File: src/common/frame_ctrl_cfg.svh
// ------------------------------
// build constants for the frame controller
// column counts must match the buffer instance
// FC_LOAD_BYTES must fit in FC_BTT_W bits
// ------------------------------
`ifndef FRAME_CTRL_CFG_SVH
`define FRAME_CTRL_CFG_SVH

// buffer geometry
`define FC_LOAD_COLS 3
`define FC_PE_COLS 4
`define FC_WORD_BYTES 9
`define FC_BUF_AW 8

// datamover command fields
`define FC_ADDR_W 32
`define FC_BTT_W 23

// memory layout, frames are one stride apart
`define FC_FRAME_STRIDE 32'h0006_0000
`define FC_SAVE_SLOT 17

`define FC_LOAD_BYTES 100 // not a multiple of 27, last word is partial

// save order
`define FC_SAVE_WORDS_PER_TURN 2
`define FC_SAVE_ROUNDS 4

`endif
File: src/common/frame_ctrl_pkg.sv
// ------------------------------
// types shared by the frame controller
// fm_word_t is 9 bytes wide
// ------------------------------
`include "frame_ctrl_cfg.svh"

package frame_ctrl_pkg;

    typedef logic [`FC_ADDR_W-1:0] addr_t;
    typedef logic [7:0] byte_t;
    typedef logic [8*`FC_WORD_BYTES-1:0] fm_word_t;
    typedef logic [`FC_BUF_AW-1:0] buf_addr_t;
    typedef logic [7:0] frm_idx_t;

    // 72-bit datamover command
    typedef struct packed {
        logic [7:0] rsvd;
        addr_t saddr;
        logic [7:0] tag;
        logic dm_type; // 0 = fixed, not used here
        logic [`FC_BTT_W-1:0] btt;
    } dm_cmd_t;

    typedef struct packed {
        logic en;
        buf_addr_t addr;
        fm_word_t data;
    } fm_wr_t;

    typedef enum logic [2:0] {IDLE, LOAD, CORE, SAVE, FINISH} seq_state_e;

    typedef enum logic [1:0] {STOP, CMD, XFER} eng_state_e;

endpackage

File: src/verilog/frame_ctrl_top.sv
// ------------------------------
// frame controller top
// buffer read data is one cycle late
// one frame per start, busy starts dropped
// ------------------------------
`timescale 1ns/1ps
`include "frame_ctrl_cfg.svh"

module frame_ctrl_top (
    input  logic                                              clk,
    input  logic                                              rst_n,
    input  logic                                              start,
    input  frame_ctrl_pkg::frm_idx_t                          frm_index,
    input  frame_ctrl_pkg::addr_t                             dma_addr,
    output logic                                              mm2s_cmd_valid,
    input  logic                                              mm2s_cmd_ready,
    output frame_ctrl_pkg::dm_cmd_t                           mm2s_cmd,
    input  logic                                              s_tvalid,
    output logic                                              s_tready,
    input  frame_ctrl_pkg::byte_t                             s_tdata,
    input  logic                                              s_tlast,
    output logic                                              s2mm_cmd_valid,
    input  logic                                              s2mm_cmd_ready,
    output frame_ctrl_pkg::dm_cmd_t                           s2mm_cmd,
    output logic                                              m_tvalid,
    input  logic                                              m_tready,
    output frame_ctrl_pkg::byte_t                             m_tdata,
    output logic                                              m_tkeep,
    output logic                                              m_tlast,
    output logic                                              core_valid,
    input  logic                                              core_finish,
    output frame_ctrl_pkg::fm_wr_t    [`FC_LOAD_COLS-1:0]     fm_wr,
    output frame_ctrl_pkg::buf_addr_t [`FC_PE_COLS-1:0]       fm_rd_addr,
    input  frame_ctrl_pkg::fm_word_t  [`FC_PE_COLS-1:0]       fm_dout,
    output logic                                              irq
);

    logic run_start;
    logic load_go, load_done;
    logic save_go, save_done;
    frame_ctrl_pkg::addr_t load_addr, save_addr;

    ctrl_regs i_ctrl_regs (
        .clk, .rst_n, .run_start, .frm_index, .dma_addr,
        .load_addr, .save_addr
    );

    frame_seq i_frame_seq (
        .clk, .rst_n, .start, .load_done, .core_finish, .save_done,
        .run_start, .load_go, .save_go, .core_valid, .irq
    );

    fm_loader i_fm_loader (
        .clk, .rst_n, .load_go, .load_addr, .mm2s_cmd_ready,
        .s_tvalid, .s_tdata, .s_tlast,
        .mm2s_cmd_valid, .mm2s_cmd, .s_tready, .fm_wr, .load_done
    );

    fm_saver i_fm_saver (
        .clk, .rst_n, .save_go, .save_addr, .s2mm_cmd_ready, .m_tready, .fm_dout,
        .s2mm_cmd_valid, .s2mm_cmd, .m_tvalid, .m_tdata, .m_tkeep, .m_tlast,
        .fm_rd_addr, .save_done
    );

endmodule

File: src/save/fm_saver.sv
// ------------------------------
// result saver
// buffer dout must follow fm_rd_addr by one cycle
// one read bubble per word, msb byte first
// ------------------------------
`timescale 1ns/1ps
`include "frame_ctrl_cfg.svh"

module fm_saver (
    input  logic                                          clk,
    input  logic                                          rst_n,
    input  logic                                          save_go,
    input  frame_ctrl_pkg::addr_t                         save_addr,
    input  logic                                          s2mm_cmd_ready,
    input  logic                                          m_tready,
    input  frame_ctrl_pkg::fm_word_t  [`FC_PE_COLS-1:0]   fm_dout,
    output logic                                          s2mm_cmd_valid,
    output frame_ctrl_pkg::dm_cmd_t                       s2mm_cmd,
    output logic                                          m_tvalid,
    output frame_ctrl_pkg::byte_t                         m_tdata,
    output logic                                          m_tkeep,
    output logic                                          m_tlast,
    output frame_ctrl_pkg::buf_addr_t [`FC_PE_COLS-1:0]   fm_rd_addr,
    output logic                                          save_done
);

    localparam int COLS = `FC_PE_COLS;
    localparam int WPT = `FC_SAVE_WORDS_PER_TURN;
    localparam int ROUNDS = `FC_SAVE_ROUNDS;
    localparam int WB = `FC_WORD_BYTES;
    localparam int BTT_W = `FC_BTT_W;
    localparam int SAVE_BYTES = COLS * WPT * WB * ROUNDS;
    localparam int CLW = (COLS > 1) ? $clog2(COLS) : 1;
    localparam int TW = (WPT > 1) ? $clog2(WPT) : 1;
    localparam int RW = (ROUNDS > 1) ? $clog2(ROUNDS) : 1;
    localparam int BW = $clog2(WB + 1);

    frame_ctrl_pkg::eng_state_e state;
    frame_ctrl_pkg::fm_word_t shift;
    logic [CLW-1:0] col;
    logic [TW-1:0] turn_cnt;
    logic [RW-1:0] round_cnt;
    logic [BW-1:0] bytes_left;
    logic last_word;
    logic fetch, hs, turn_end, col_end, final_word;

    assign s2mm_cmd_valid = (state == frame_ctrl_pkg::CMD);
    assign s2mm_cmd = '{rsvd: 8'h00, saddr: save_addr, tag: 8'h00, dm_type: 1'b0,
                        btt: BTT_W'(SAVE_BYTES)};

    assign fetch      = (state == frame_ctrl_pkg::XFER) && (bytes_left == '0);
    assign turn_end   = (turn_cnt == TW'(WPT - 1));
    assign col_end    = (col == CLW'(COLS - 1));
    assign final_word = turn_end && col_end && (round_cnt == RW'(ROUNDS - 1));

    assign m_tvalid = (bytes_left != '0);
    assign m_tdata  = shift[8*WB-1 -: 8];
    assign m_tkeep  = 1'b1;
    assign m_tlast  = m_tvalid && last_word && (bytes_left == BW'(1));
    assign hs       = m_tvalid && m_tready;

    always_ff @(posedge clk or negedge rst_n) begin
        if (!rst_n) begin
            state      <= frame_ctrl_pkg::STOP;
            col        <= '0;
            turn_cnt   <= '0;
            round_cnt  <= '0;
            bytes_left <= '0;
            last_word  <= 1'b0;
            fm_rd_addr <= '0;
            save_done  <= 1'b0;
        end else begin
            save_done <= 1'b0;
            case (state)
                frame_ctrl_pkg::STOP: begin
                    if (save_go) begin
                        state      <= frame_ctrl_pkg::CMD;
                        col        <= '0;
                        turn_cnt   <= '0;
                        round_cnt  <= '0;
                        last_word  <= 1'b0;
                        fm_rd_addr <= '0;
                    end
                end
                frame_ctrl_pkg::CMD: if (s2mm_cmd_ready) state <= frame_ctrl_pkg::XFER;
                frame_ctrl_pkg::XFER: begin
                    if (fetch) begin
                        bytes_left      <= BW'(WB);
                        last_word       <= final_word;
                        fm_rd_addr[col] <= fm_rd_addr[col] + 1'b1; // settles long before next use
                        turn_cnt        <= turn_end ? '0 : turn_cnt + 1'b1;
                        if (turn_end) begin
                            col <= col_end ? '0 : col + 1'b1;
                            if (col_end) round_cnt <= round_cnt + 1'b1;
                        end
                    end else if (hs) begin
                        bytes_left <= bytes_left - 1'b1;
                        if (m_tlast) begin
                            state     <= frame_ctrl_pkg::STOP;
                            save_done <= 1'b1;
                        end
                    end
                end
                default: state <= frame_ctrl_pkg::STOP;
            endcase
        end
    end

    always_ff @(posedge clk) begin
        if (fetch) begin
            shift <= fm_dout[col];
        end else if (hs) begin
            shift <= shift << 8;
        end
    end

    a_tdata_stable: assert property (@(posedge clk) disable iff (!rst_n)
        m_tvalid && !m_tready |=> m_tvalid && $stable(m_tdata));

endmodule

File: src/load/fm_loader.sv
// ------------------------------
// frame loader
// bytes go round-robin over the load columns
// load_addr must be valid when the command is up
// ------------------------------
`timescale 1ns/1ps
`include "frame_ctrl_cfg.svh"

module fm_loader (
    input  logic                                           clk,
    input  logic                                           rst_n,
    input  logic                                           load_go,
    input  frame_ctrl_pkg::addr_t                          load_addr,
    input  logic                                           mm2s_cmd_ready,
    input  logic                                           s_tvalid,
    input  frame_ctrl_pkg::byte_t                          s_tdata,
    input  logic                                           s_tlast,
    output logic                                           mm2s_cmd_valid,
    output frame_ctrl_pkg::dm_cmd_t                        mm2s_cmd,
    output logic                                           s_tready,
    output frame_ctrl_pkg::fm_wr_t [`FC_LOAD_COLS-1:0]     fm_wr,
    output logic                                           load_done
);

    localparam int COLS = `FC_LOAD_COLS;
    localparam int BTT_W = `FC_BTT_W;

    frame_ctrl_pkg::eng_state_e state;
    logic [COLS-1:0] col_sel; // one-hot
    logic beat;

    assign mm2s_cmd_valid = (state == frame_ctrl_pkg::CMD);
    assign mm2s_cmd = '{rsvd: 8'h00, saddr: load_addr, tag: 8'h00, dm_type: 1'b0,
                        btt: BTT_W'(`FC_LOAD_BYTES)};

    assign s_tready  = (state == frame_ctrl_pkg::XFER);
    assign beat      = s_tvalid && s_tready;
    assign load_done = beat && s_tlast;

    always_ff @(posedge clk or negedge rst_n) begin
        if (!rst_n) begin
            state <= frame_ctrl_pkg::STOP;
        end else begin
            case (state)
                frame_ctrl_pkg::STOP: if (load_go) state <= frame_ctrl_pkg::CMD;
                frame_ctrl_pkg::CMD:  if (mm2s_cmd_ready) state <= frame_ctrl_pkg::XFER;
                frame_ctrl_pkg::XFER: if (load_done) state <= frame_ctrl_pkg::STOP;
                default: state <= frame_ctrl_pkg::STOP;
            endcase
        end
    end

    always_ff @(posedge clk or negedge rst_n) begin
        if (!rst_n) begin
            col_sel <= COLS'(1);
        end else if (load_go) begin
            col_sel <= COLS'(1);
        end else if (beat) begin
            col_sel <= {col_sel[COLS-2:0], col_sel[COLS-1]};
        end
    end

    for (genvar j = 0; j < COLS; j++) begin : g_col
        fm_packer i_fm_packer (
            .clk, .rst_n,
            .clear (load_go),
            .beat  (beat),
            .sel   (col_sel[j]),
            .last  (s_tlast),
            .data  (s_tdata),
            .wr    (fm_wr[j])
        );
    end

    a_sel_onehot: assert property (@(posedge clk) disable iff (!rst_n) $onehot(col_sel));
    a_cmd_hold: assert property (@(posedge clk) disable iff (!rst_n)
        mm2s_cmd_valid && !mm2s_cmd_ready |=> mm2s_cmd_valid && $stable(mm2s_cmd));

endmodule

File: src/load/fm_packer.sv
// ------------------------------
// one column byte packer
// first byte ends up in the top of the word
// write port is combinational
// ------------------------------
`timescale 1ns/1ps
`include "frame_ctrl_cfg.svh"

module fm_packer (
    input  logic                   clk,
    input  logic                   rst_n,
    input  logic                   clear,
    input  logic                   beat,
    input  logic                   sel,
    input  logic                   last,
    input  frame_ctrl_pkg::byte_t  data,
    output frame_ctrl_pkg::fm_wr_t wr
);

    localparam int WB = `FC_WORD_BYTES;
    localparam int CW = $clog2(WB);
    localparam logic [CW-1:0] LAST_CNT = CW'(WB - 1);

    logic [8*(WB-1)-1:0] shift; // pending bytes, newest at the bottom
    logic [CW-1:0] cnt;
    frame_ctrl_pkg::buf_addr_t addr;
    frame_ctrl_pkg::fm_word_t full_word, flush_word;
    logic full;

    assign full      = sel && (cnt == LAST_CNT);
    assign full_word = {shift, data};

    always_comb begin
        // left align the partial word, zeros fill the tail
        if (sel) begin
            flush_word = full_word << (8 * (WB - 1 - int'(cnt)));
        end else begin
            flush_word = {8'h00, shift} << (8 * (WB - int'(cnt)));
        end
        wr.en   = beat && (full || (last && (sel || cnt != '0)));
        wr.addr = addr;
        wr.data = last ? flush_word : full_word;
    end

    always_ff @(posedge clk or negedge rst_n) begin
        if (!rst_n) begin
            cnt  <= '0;
            addr <= '0;
        end else if (clear) begin
            cnt  <= '0;
            addr <= '0;
        end else begin
            if (beat && sel) cnt <= full ? '0 : cnt + 1'b1;
            if (wr.en) addr <= addr + 1'b1;
        end
    end

    always_ff @(posedge clk) begin
        if (beat && sel) shift <= {shift[8*(WB-2)-1:0], data};
    end

endmodule

File: src/verilog/frame_seq.sv
// ------------------------------
// top sequencer
// all strobes are registered, one cycle wide
// start outside IDLE is dropped
// ------------------------------
`timescale 1ns/1ps

module frame_seq (
    input  logic clk,
    input  logic rst_n,
    input  logic start,
    input  logic load_done,
    input  logic core_finish,
    input  logic save_done,
    output logic run_start,
    output logic load_go,
    output logic save_go,
    output logic core_valid,
    output logic irq
);

    frame_ctrl_pkg::seq_state_e state;

    always_ff @(posedge clk or negedge rst_n) begin
        if (!rst_n) begin
            state      <= frame_ctrl_pkg::IDLE;
            run_start  <= 1'b0;
            load_go    <= 1'b0;
            save_go    <= 1'b0;
            core_valid <= 1'b0;
            irq        <= 1'b0;
        end else begin
            run_start  <= 1'b0;
            load_go    <= 1'b0;
            save_go    <= 1'b0;
            core_valid <= 1'b0;
            irq        <= 1'b0;
            case (state)
                frame_ctrl_pkg::IDLE: begin
                    if (start) begin
                        state     <= frame_ctrl_pkg::LOAD;
                        run_start <= 1'b1;
                        load_go   <= 1'b1;
                    end
                end
                frame_ctrl_pkg::LOAD: begin
                    if (load_done) begin
                        state      <= frame_ctrl_pkg::CORE;
                        core_valid <= 1'b1; // frame is in the buffer
                    end
                end
                frame_ctrl_pkg::CORE: begin
                    if (core_finish) begin
                        state   <= frame_ctrl_pkg::SAVE;
                        save_go <= 1'b1;
                    end
                end
                frame_ctrl_pkg::SAVE: begin
                    if (save_done) begin
                        state <= frame_ctrl_pkg::FINISH;
                        irq   <= 1'b1;
                    end
                end
                default: state <= frame_ctrl_pkg::IDLE; // FINISH
            endcase
        end
    end

    // engines only report inside their own phase
    a_load_done_in_load: assert property (@(posedge clk) disable iff (!rst_n)
        load_done |-> state == frame_ctrl_pkg::LOAD);
    a_save_done_in_save: assert property (@(posedge clk) disable iff (!rst_n)
        save_done |-> state == frame_ctrl_pkg::SAVE);

endmodule

File: src/verilog/ctrl_regs.sv
// ------------------------------
// run configuration latch
// dma_addr and frm_index must hold
// through the run_start cycle
// ------------------------------
`timescale 1ns/1ps
`include "frame_ctrl_cfg.svh"

module ctrl_regs (
    input  logic                     clk,
    input  logic                     rst_n,
    input  logic                     run_start,
    input  frame_ctrl_pkg::frm_idx_t frm_index,
    input  frame_ctrl_pkg::addr_t    dma_addr,
    output frame_ctrl_pkg::addr_t    load_addr,
    output frame_ctrl_pkg::addr_t    save_addr
);

    localparam frame_ctrl_pkg::addr_t STRIDE = `FC_FRAME_STRIDE;
    localparam frame_ctrl_pkg::addr_t SAVE_OFS = STRIDE * `FC_SAVE_SLOT;

    frame_ctrl_pkg::addr_t frm_ofs;

    // frame offset inside the dma window
    assign frm_ofs = STRIDE * frame_ctrl_pkg::addr_t'(frm_index);

    always_ff @(posedge clk or negedge rst_n) begin
        if (!rst_n) begin
            load_addr <= '0;
            save_addr <= '0;
        end else if (run_start) begin
            load_addr <= dma_addr + frm_ofs;
            save_addr <= dma_addr + SAVE_OFS; // fixed result slot
        end
    end

endmodule

File: config.mk
export PLATFORM = sky130hd
export DESIGN_NAME = frame_ctrl_top
export DESIGN_NICKNAME = d
export VERILOG_FILES = /design/src/common/frame_ctrl_pkg.sv /design/src/verilog/frame_ctrl_top.sv /design/src/save/fm_saver.sv /design/src/load/fm_loader.sv /design/src/load/fm_packer.sv /design/src/verilog/frame_seq.sv /design/src/verilog/ctrl_regs.sv
export VERILOG_INCLUDE_DIRS = /design/src /design/src/common
export SDC_FILE = /design/constraint.sdc
export NUM_CORES = 2
export LEC_CHECK = 0
export BUFFER_PORTS_ARGS = -buffer_cell sky130_fd_sc_hd__clkbuf_2
export CORE_AREA = 4 4 302 304
export DETAILED_ROUTE_END_ITERATION = 8
export DIE_AREA = 0 0 306 308
export SLEW_MARGIN = 20
export SYNTH_ARGS = -nofsm -noshare
export SYNTH_HDL_FRONTEND = slang
export SYNTH_SLANG_ARGS = --single-unit
File: constraint.sdc
create_clock -name clk -period 5.55 [get_ports clk]
set_input_delay 1.11 -clock clk [delete_from_list [all_inputs] [get_ports clk]]
set_output_delay 1.11 -clock clk [all_outputs]
set_load 0.01 [all_outputs]
Yosys cells after proc, flatten, opt, wreduce, memory -nomap -nowiden --
Index checks and enable logic that the tools add are counted.
Cells by class: mux-type cells 79, reduce and logical (&&, ||, !) cells 51, shift-type cells 6, multiply operators 1, equality and inequality tests 28, $lt $le $gt $ge 2, add/sub/neg operators 19
Operators by type and width (count):
- 72-bit 2-to-1 mux | 9
- 64-bit by 32-bit << shifter with 72-bit output | 3
- 72-bit by 32-bit << shifter with 72-bit output | 3
- 72-bit binary-select mux with 2-bit select | 1
- 32-bit 2-to-1 mux | 2
- 8-bit 2-to-1 mux | 8
- 32-bit case mux with 2 select lines | 1
- 4-bit 2-to-1 mux | 11
- 32-bit by 23-bit adder with 32-bit output, second input constant | 1
- 32-bit by 27-bit adder with 32-bit output | 1
- 8-bit by 1-bit adder with 8-bit output, second input constant | 4
- 32-bit bitwise mux | 1
- 2-bit 2-to-1 mux | 15
- 4-bit by 4-bit subtractor with 5-bit output, first input constant | 6
- 1-bit logical AND | 21
- 3-bit 2-to-1 mux | 6
- 2-bit nonzero test | 9
- 8-bit binary-select mux with 2-bit select | 1
- 8-bit demux with 2-bit select | 1
- 1-bit 2-to-1 mux | 16
- 2-bit by 1-bit != test with 1-bit output, second input constant | 8
- 4-bit nonzero test | 4
- 2-bit != test, second input constant | 7
- 4-bit by 1-bit adder with 4-bit output, second input constant | 3
- 24 further kinds | 44
Storage, ports and cells: bits of input ports 345, bits in registers 421, logic and storage cells 216, output and inout bits 435

Longest topological paths before layout --
word-level depth 7, depth in mapped cells 16, mapped depth without buffers 16

Cells and area by module --
A second synthesis with hierarchy kept.
Second synthesis, totals: cells, all modules 3956, area total of the unflattened synthesis 35915.7 µm²
By module, submodules not included:
- fm_packer | cells each 960, seq. area each 2222.1 µm², area an instance 8067.7 µm², instances 3
- fm_saver | cells each 660, seq. area each 3288.2 µm², area an instance 7646.1 µm², instances 1
- ctrl_regs | cells each 296, seq. area each 1176.1 µm², area an instance 2989.1 µm², instances 1
- fm_loader | cells each 97, seq. area each 126.4 µm², area an instance 798.3 µm², instances 1
- frame_seq | cells each 23, seq. area each 175.2 µm², area an instance 279.0 µm², instances 1

Worst setup path before layout --
Ideal clock, no wire load.
path kind input -> register, from in s_tvalid, to reg i_fm_loader.g_col[2].i_fm_packer.shift[0] (enable), path buffers 0, required time 5.060 ns, setup time 0.490 ns, stages 2, data arrival time 4.048 ns, setup slack 1.012 ns, cells stage by stage nand2_1 -> nor2_1
Between the ends: longest elaborated chain between the ends 2
Ends and longest elaborated chain:
- start: declaration | RTL line frame_ctrl_top.sv:18 | input logic s_tvalid,
- 1-bit logical AND | RTL line fm_loader.sv:37 | assign beat = s_tvalid && s_tready;
- 1-bit logical AND | RTL line fm_packer.sv:59 | if (beat && sel) shift <= {shift[8*(WB-2)-1:0], data};
- end signal: assignment | RTL line fm_packer.sv:59
- end: declaration | RTL line fm_packer.sv:24 | logic [8*(WB-1)-1:0] shift;
No other way between the ends. A chain may end at the register's enable or synchronous reset.

==> results_dict.tcl <==
set metrics [dict create \
    status "completed" \
    rrSetupSlack_ns 2.10 \
    critPathSlowestCell "nor2_1" \
    grt.overflow.total 0 \
    ys.flop_type "edfxtp_1" \
    multiInputGateArea_um2 21000 \
    finalCoreUtilization_pct 45.6 \
    clk_pin_slew_ns 0.06 \
    slew_headroom_pct 9.69 \
    nets 4807 \
    fin_crit_sh_pct 95.4 \
    grt_pass1_vias 33300 \
    rsz0062_at_grt "no" \
    io_pins 780 \
    portBuffers 698 \
    die_w_um 306 \
    ys_seq_area_share_pct 33.1 \
    dp_hpwl_um 108000 \
    post_cts_buffers 0 \
    initial_utilization_pct 39.1 \
    worstPathArrival_ns 4.19 \
    syn_to_final_growth_pct 16.5 \
    first_pass_iters 8 \
    routedWlPerCell_um 27.0 \
    synthDistinctLibCells 90 \
    swShare_pct 45.5 \
    p_per_area_nw_per_um2 407 \
    crit_path_end_kind "output pin" \
    vias_per_cell 6.26 \
    drc 0 \
    avgSynthCellArea_um2 8.76 \
    cts_sinks 404 \
    path_cells "inv_1, ha_4, nand2b_2, nand2_1, nand2_1, nor2_1, a222oi_1, a21oi_1, clkbuf_2" \
    critPathMaxStageDelay_ns 0.77 \
    syn_area_um2 34500 \
    vias 35300 \
    cp_top_family "simple AND/OR/NAND/NOR gates" \
    holdBufCountCts 0 \
    routed_wl_um 152000 \
    num_rows 109 \
    root_buffer "clkbuf_16" \
    clk_latency_ns 0.63 \
    clkPwrFrac_pct 21.0 \
    cp.required_ns 4.44 \
    numCtsBuffers 50 \
    synth_edf_count 264 \
    postCtsResizedCells 0 \
    grt_antenna_before_repair 22 \
    path_buf_inv 2 \
    worstPathMaxFanout 44 \
    drtAntennaViolNets 0 \
    fin_skew_ns 0.0293 \
    synthCells 3938 \
    ys_ff_latch 404 \
    fillCellCount 8694 \
    yosys_warnings 0 \
    cp_common_cell "nand2_1" \
    critPathKind "flip-flop to output pin" \
    track_usage_pct 30.5 \
    dieArea_um2 94200 \
    p_switching_uw 7460 \
    finalCriticalPeriod_ns 5.30 \
    intPower_uw 8920 \
    grt_pass1_wl_um 221000 \
    max_freq_mhz 189 \
    drv_slew 0 \
    p_leak_uw 0.0165 \
    first_iter_violations 4772 \
    worstHoldPathType "flip-flop to flip-flop" \
    fin_area_um2 40200 \
    power.total_uw 16400 \
    cts.htree.levels 2 \
    regArea_um2 11500 \
    grt_max_degree 136 \
    p_seq_share_pct 23.4 \
    hold_violations 0 \
    place_congestion 0.995 \
    async_flop_share_pct 34.7 \
    placeableCoreArea_um2 88200 \
    final-setup-viol-count 0 \
    tns_ns 0 \
    startpoint_type "flip-flop" \
    worst_pin_slew_ns 1.35 \
    layout-drive-gt1-share_pct 24.9 \
    fin_hold_ws_ns 0.465 \
    die_h_um 308 \
    vdd_drop_max_mv 0.282 \
    pwr-share-comb_pct 55.6 \
    cts_tree "yes" \
    clockBufferDepth 3 \
    dpl-instance-area_um2 38400 \
    cap_violations 0 \
]
[cell type report]
type                    instances  area share, %
clock buffers                  65           3.46
flip-flops and latches        404           28.5
multi-input cells            3109           52.1
diodes                         17          0.106
well taps                    1165           3.63
clock inverters                26          0.791
inverters                      44          0.420
repair buffers                807           10.9
[worst reg2reg max path, cell delays in order, from the launching register on]
cell	delay, ns
dfrtp_4	0.76
inv_1	0.19
ha_4	0.23
nand2b_2	0.37
buf_4	0.43
o21ai_0	0.19
a21oi_2	0.69
nand4_1	0.21
xor2_1	0.19
nor2_1	0.06
[stage by stage]
| stage | worst slack [ns] | cells |
|---|---|---|
| floorplan | 1.01 | 4017 |
| detailed placement | 1.01 | 5528 |
| finish | 0.253 | 5637 |
| CTS | 0.344 | 5619 |
| global route | 0.117 | 5628 |
| global placement | 1.08 | 5528 |
[sequential cells by signal, indices dropped and copies added (netlist names), 3 cells and up]
name,flops
i_ctrl_regs.load_addr,15
i_ctrl_regs.save_addr,32
i_fm_loader.col_sel,3
i_fm_loader.g_col.i_fm_packer.addr,24
i_fm_loader.g_col.i_fm_packer.cnt,12
i_fm_loader.g_col.i_fm_packer.shift,192
i_fm_saver.bytes_left,4
i_fm_saver.fm_rd_addr,32
i_fm_saver.shift,72
i_frame_seq.state,3
[per-layer routing]
metal  global-route usage, %  share of wire [%]
met1                    38.4                 38
met2                    48.3                 45
met3                    7.68                 11
met4                    16.2                6.4
met5                       0              0.080
[path summary, 6_finish.rpt]
check                                                        start  cells past startpoint                                       end
setup / recovery           i_fm_loader.g_col[0].i_fm_packer.cnt[0]                      9                                 fm_wr[33]
hold / removal                                i_fm_loader.state[1]                      1                      i_fm_loader.state[0]
setup reg to reg           i_fm_loader.g_col[0].i_fm_packer.cnt[0]                      9  i_fm_loader.g_col[0].i_fm_packer.addr[4]
hold reg to reg                               i_fm_loader.state[1]                      1                      i_fm_loader.state[0]
max in group asynchronous                                    rst_n                      2                     i_frame_seq.run_start
min in group asynchronous                                    rst_n                      1                 i_ctrl_regs.load_addr[17]
[synth_stat cells, drive strengths merged, types with 43 or more instances]
cell type	instances	share of area (%)
nand2	553	6.0
inv	43	0.47
edfxtp	264	23
a221oi	61	1.5
dfrtp	139	10
nand2b	69	1.3
nor2	369	4.1
buf	276	4.7
nand3	49	0.71
a21oi	365	5.3
ha	44	1.6
clkbuf	184	2.0
mux2i	278	8.1
o221ai	72	1.8
a211oi	130	2.8
mux4	89	5.8
o21ai	189	2.7
mux2	74	2.4
o21a	45	0.98
nor3	91	1.3
[power groups by stage]
| stage | sequential (uW) | clock, uW | combinational (uW) |
|---|---|---|---|
| 4_1_cts | 3850 | 3510 | 8850 |
| 3_5_place_dp | 3910 | 0 | 8810 |
| 3_3_place_gp | 3900 | 0 | 8810 |
| 2_1_floorplan | 3710 | 0 | 6500 |
| 5_1_grt | 3890 | 3640 | 9680 |
| 6_report | 3840 | 3430 | 9110 |
[cell usage in the layout, fill, tap and decap left out, types with 14 or more instances in the layout]
cell type / count
a211oi_1: 129
a21o_1: 32
a21oi_1: 360
a221o_1: 31
a221oi_1: 61
a22oi_1: 32
a2bb2oi_1: 16
a31oi_1: 22
and2_1: 26
and3_1: 23
buf_4: 104
clkbuf_16: 52
clkbuf_2: 696
conb_1: 81
dfrtp_1: 129
diode_2: 17
edfxtp_1: 264
ha_1: 39
inv_1: 39
mux2_2: 74
mux2i_1: 278
mux4_2: 89
nand2_1: 551
nand2b_1: 67
nand3_1: 49
nand4_1: 14
nor2_1: 363
nor2b_1: 25
nor3_1: 90
o211ai_1: 29
o21a_1: 44
o21ai_0: 181
o221ai_1: 72
o22a_1: 39
o22ai_1: 20
o32ai_1: 21
xnor2_1: 29
xor2_1: 39
[cell families after synthesis]
| kind of cell | count (synthesis) | synth area share (%) |
|---|---|---|
| adder cells (fa/ha/maj) | 46 | 1.71 |
| buffers and inverters | 504 | 7.20 |
| other | 2 | 0.0218 |
| multiplexers | 441 | 16.3 |
| XOR/XNOR | 70 | 1.80 |
| flip-flops | 404 | 33.1 |
| AND/OR/NAND/NOR | 1248 | 15.7 |
| AO/OA/AOI/OAI | 1223 | 24.1 |
Power figures use the tool's default switching activity.
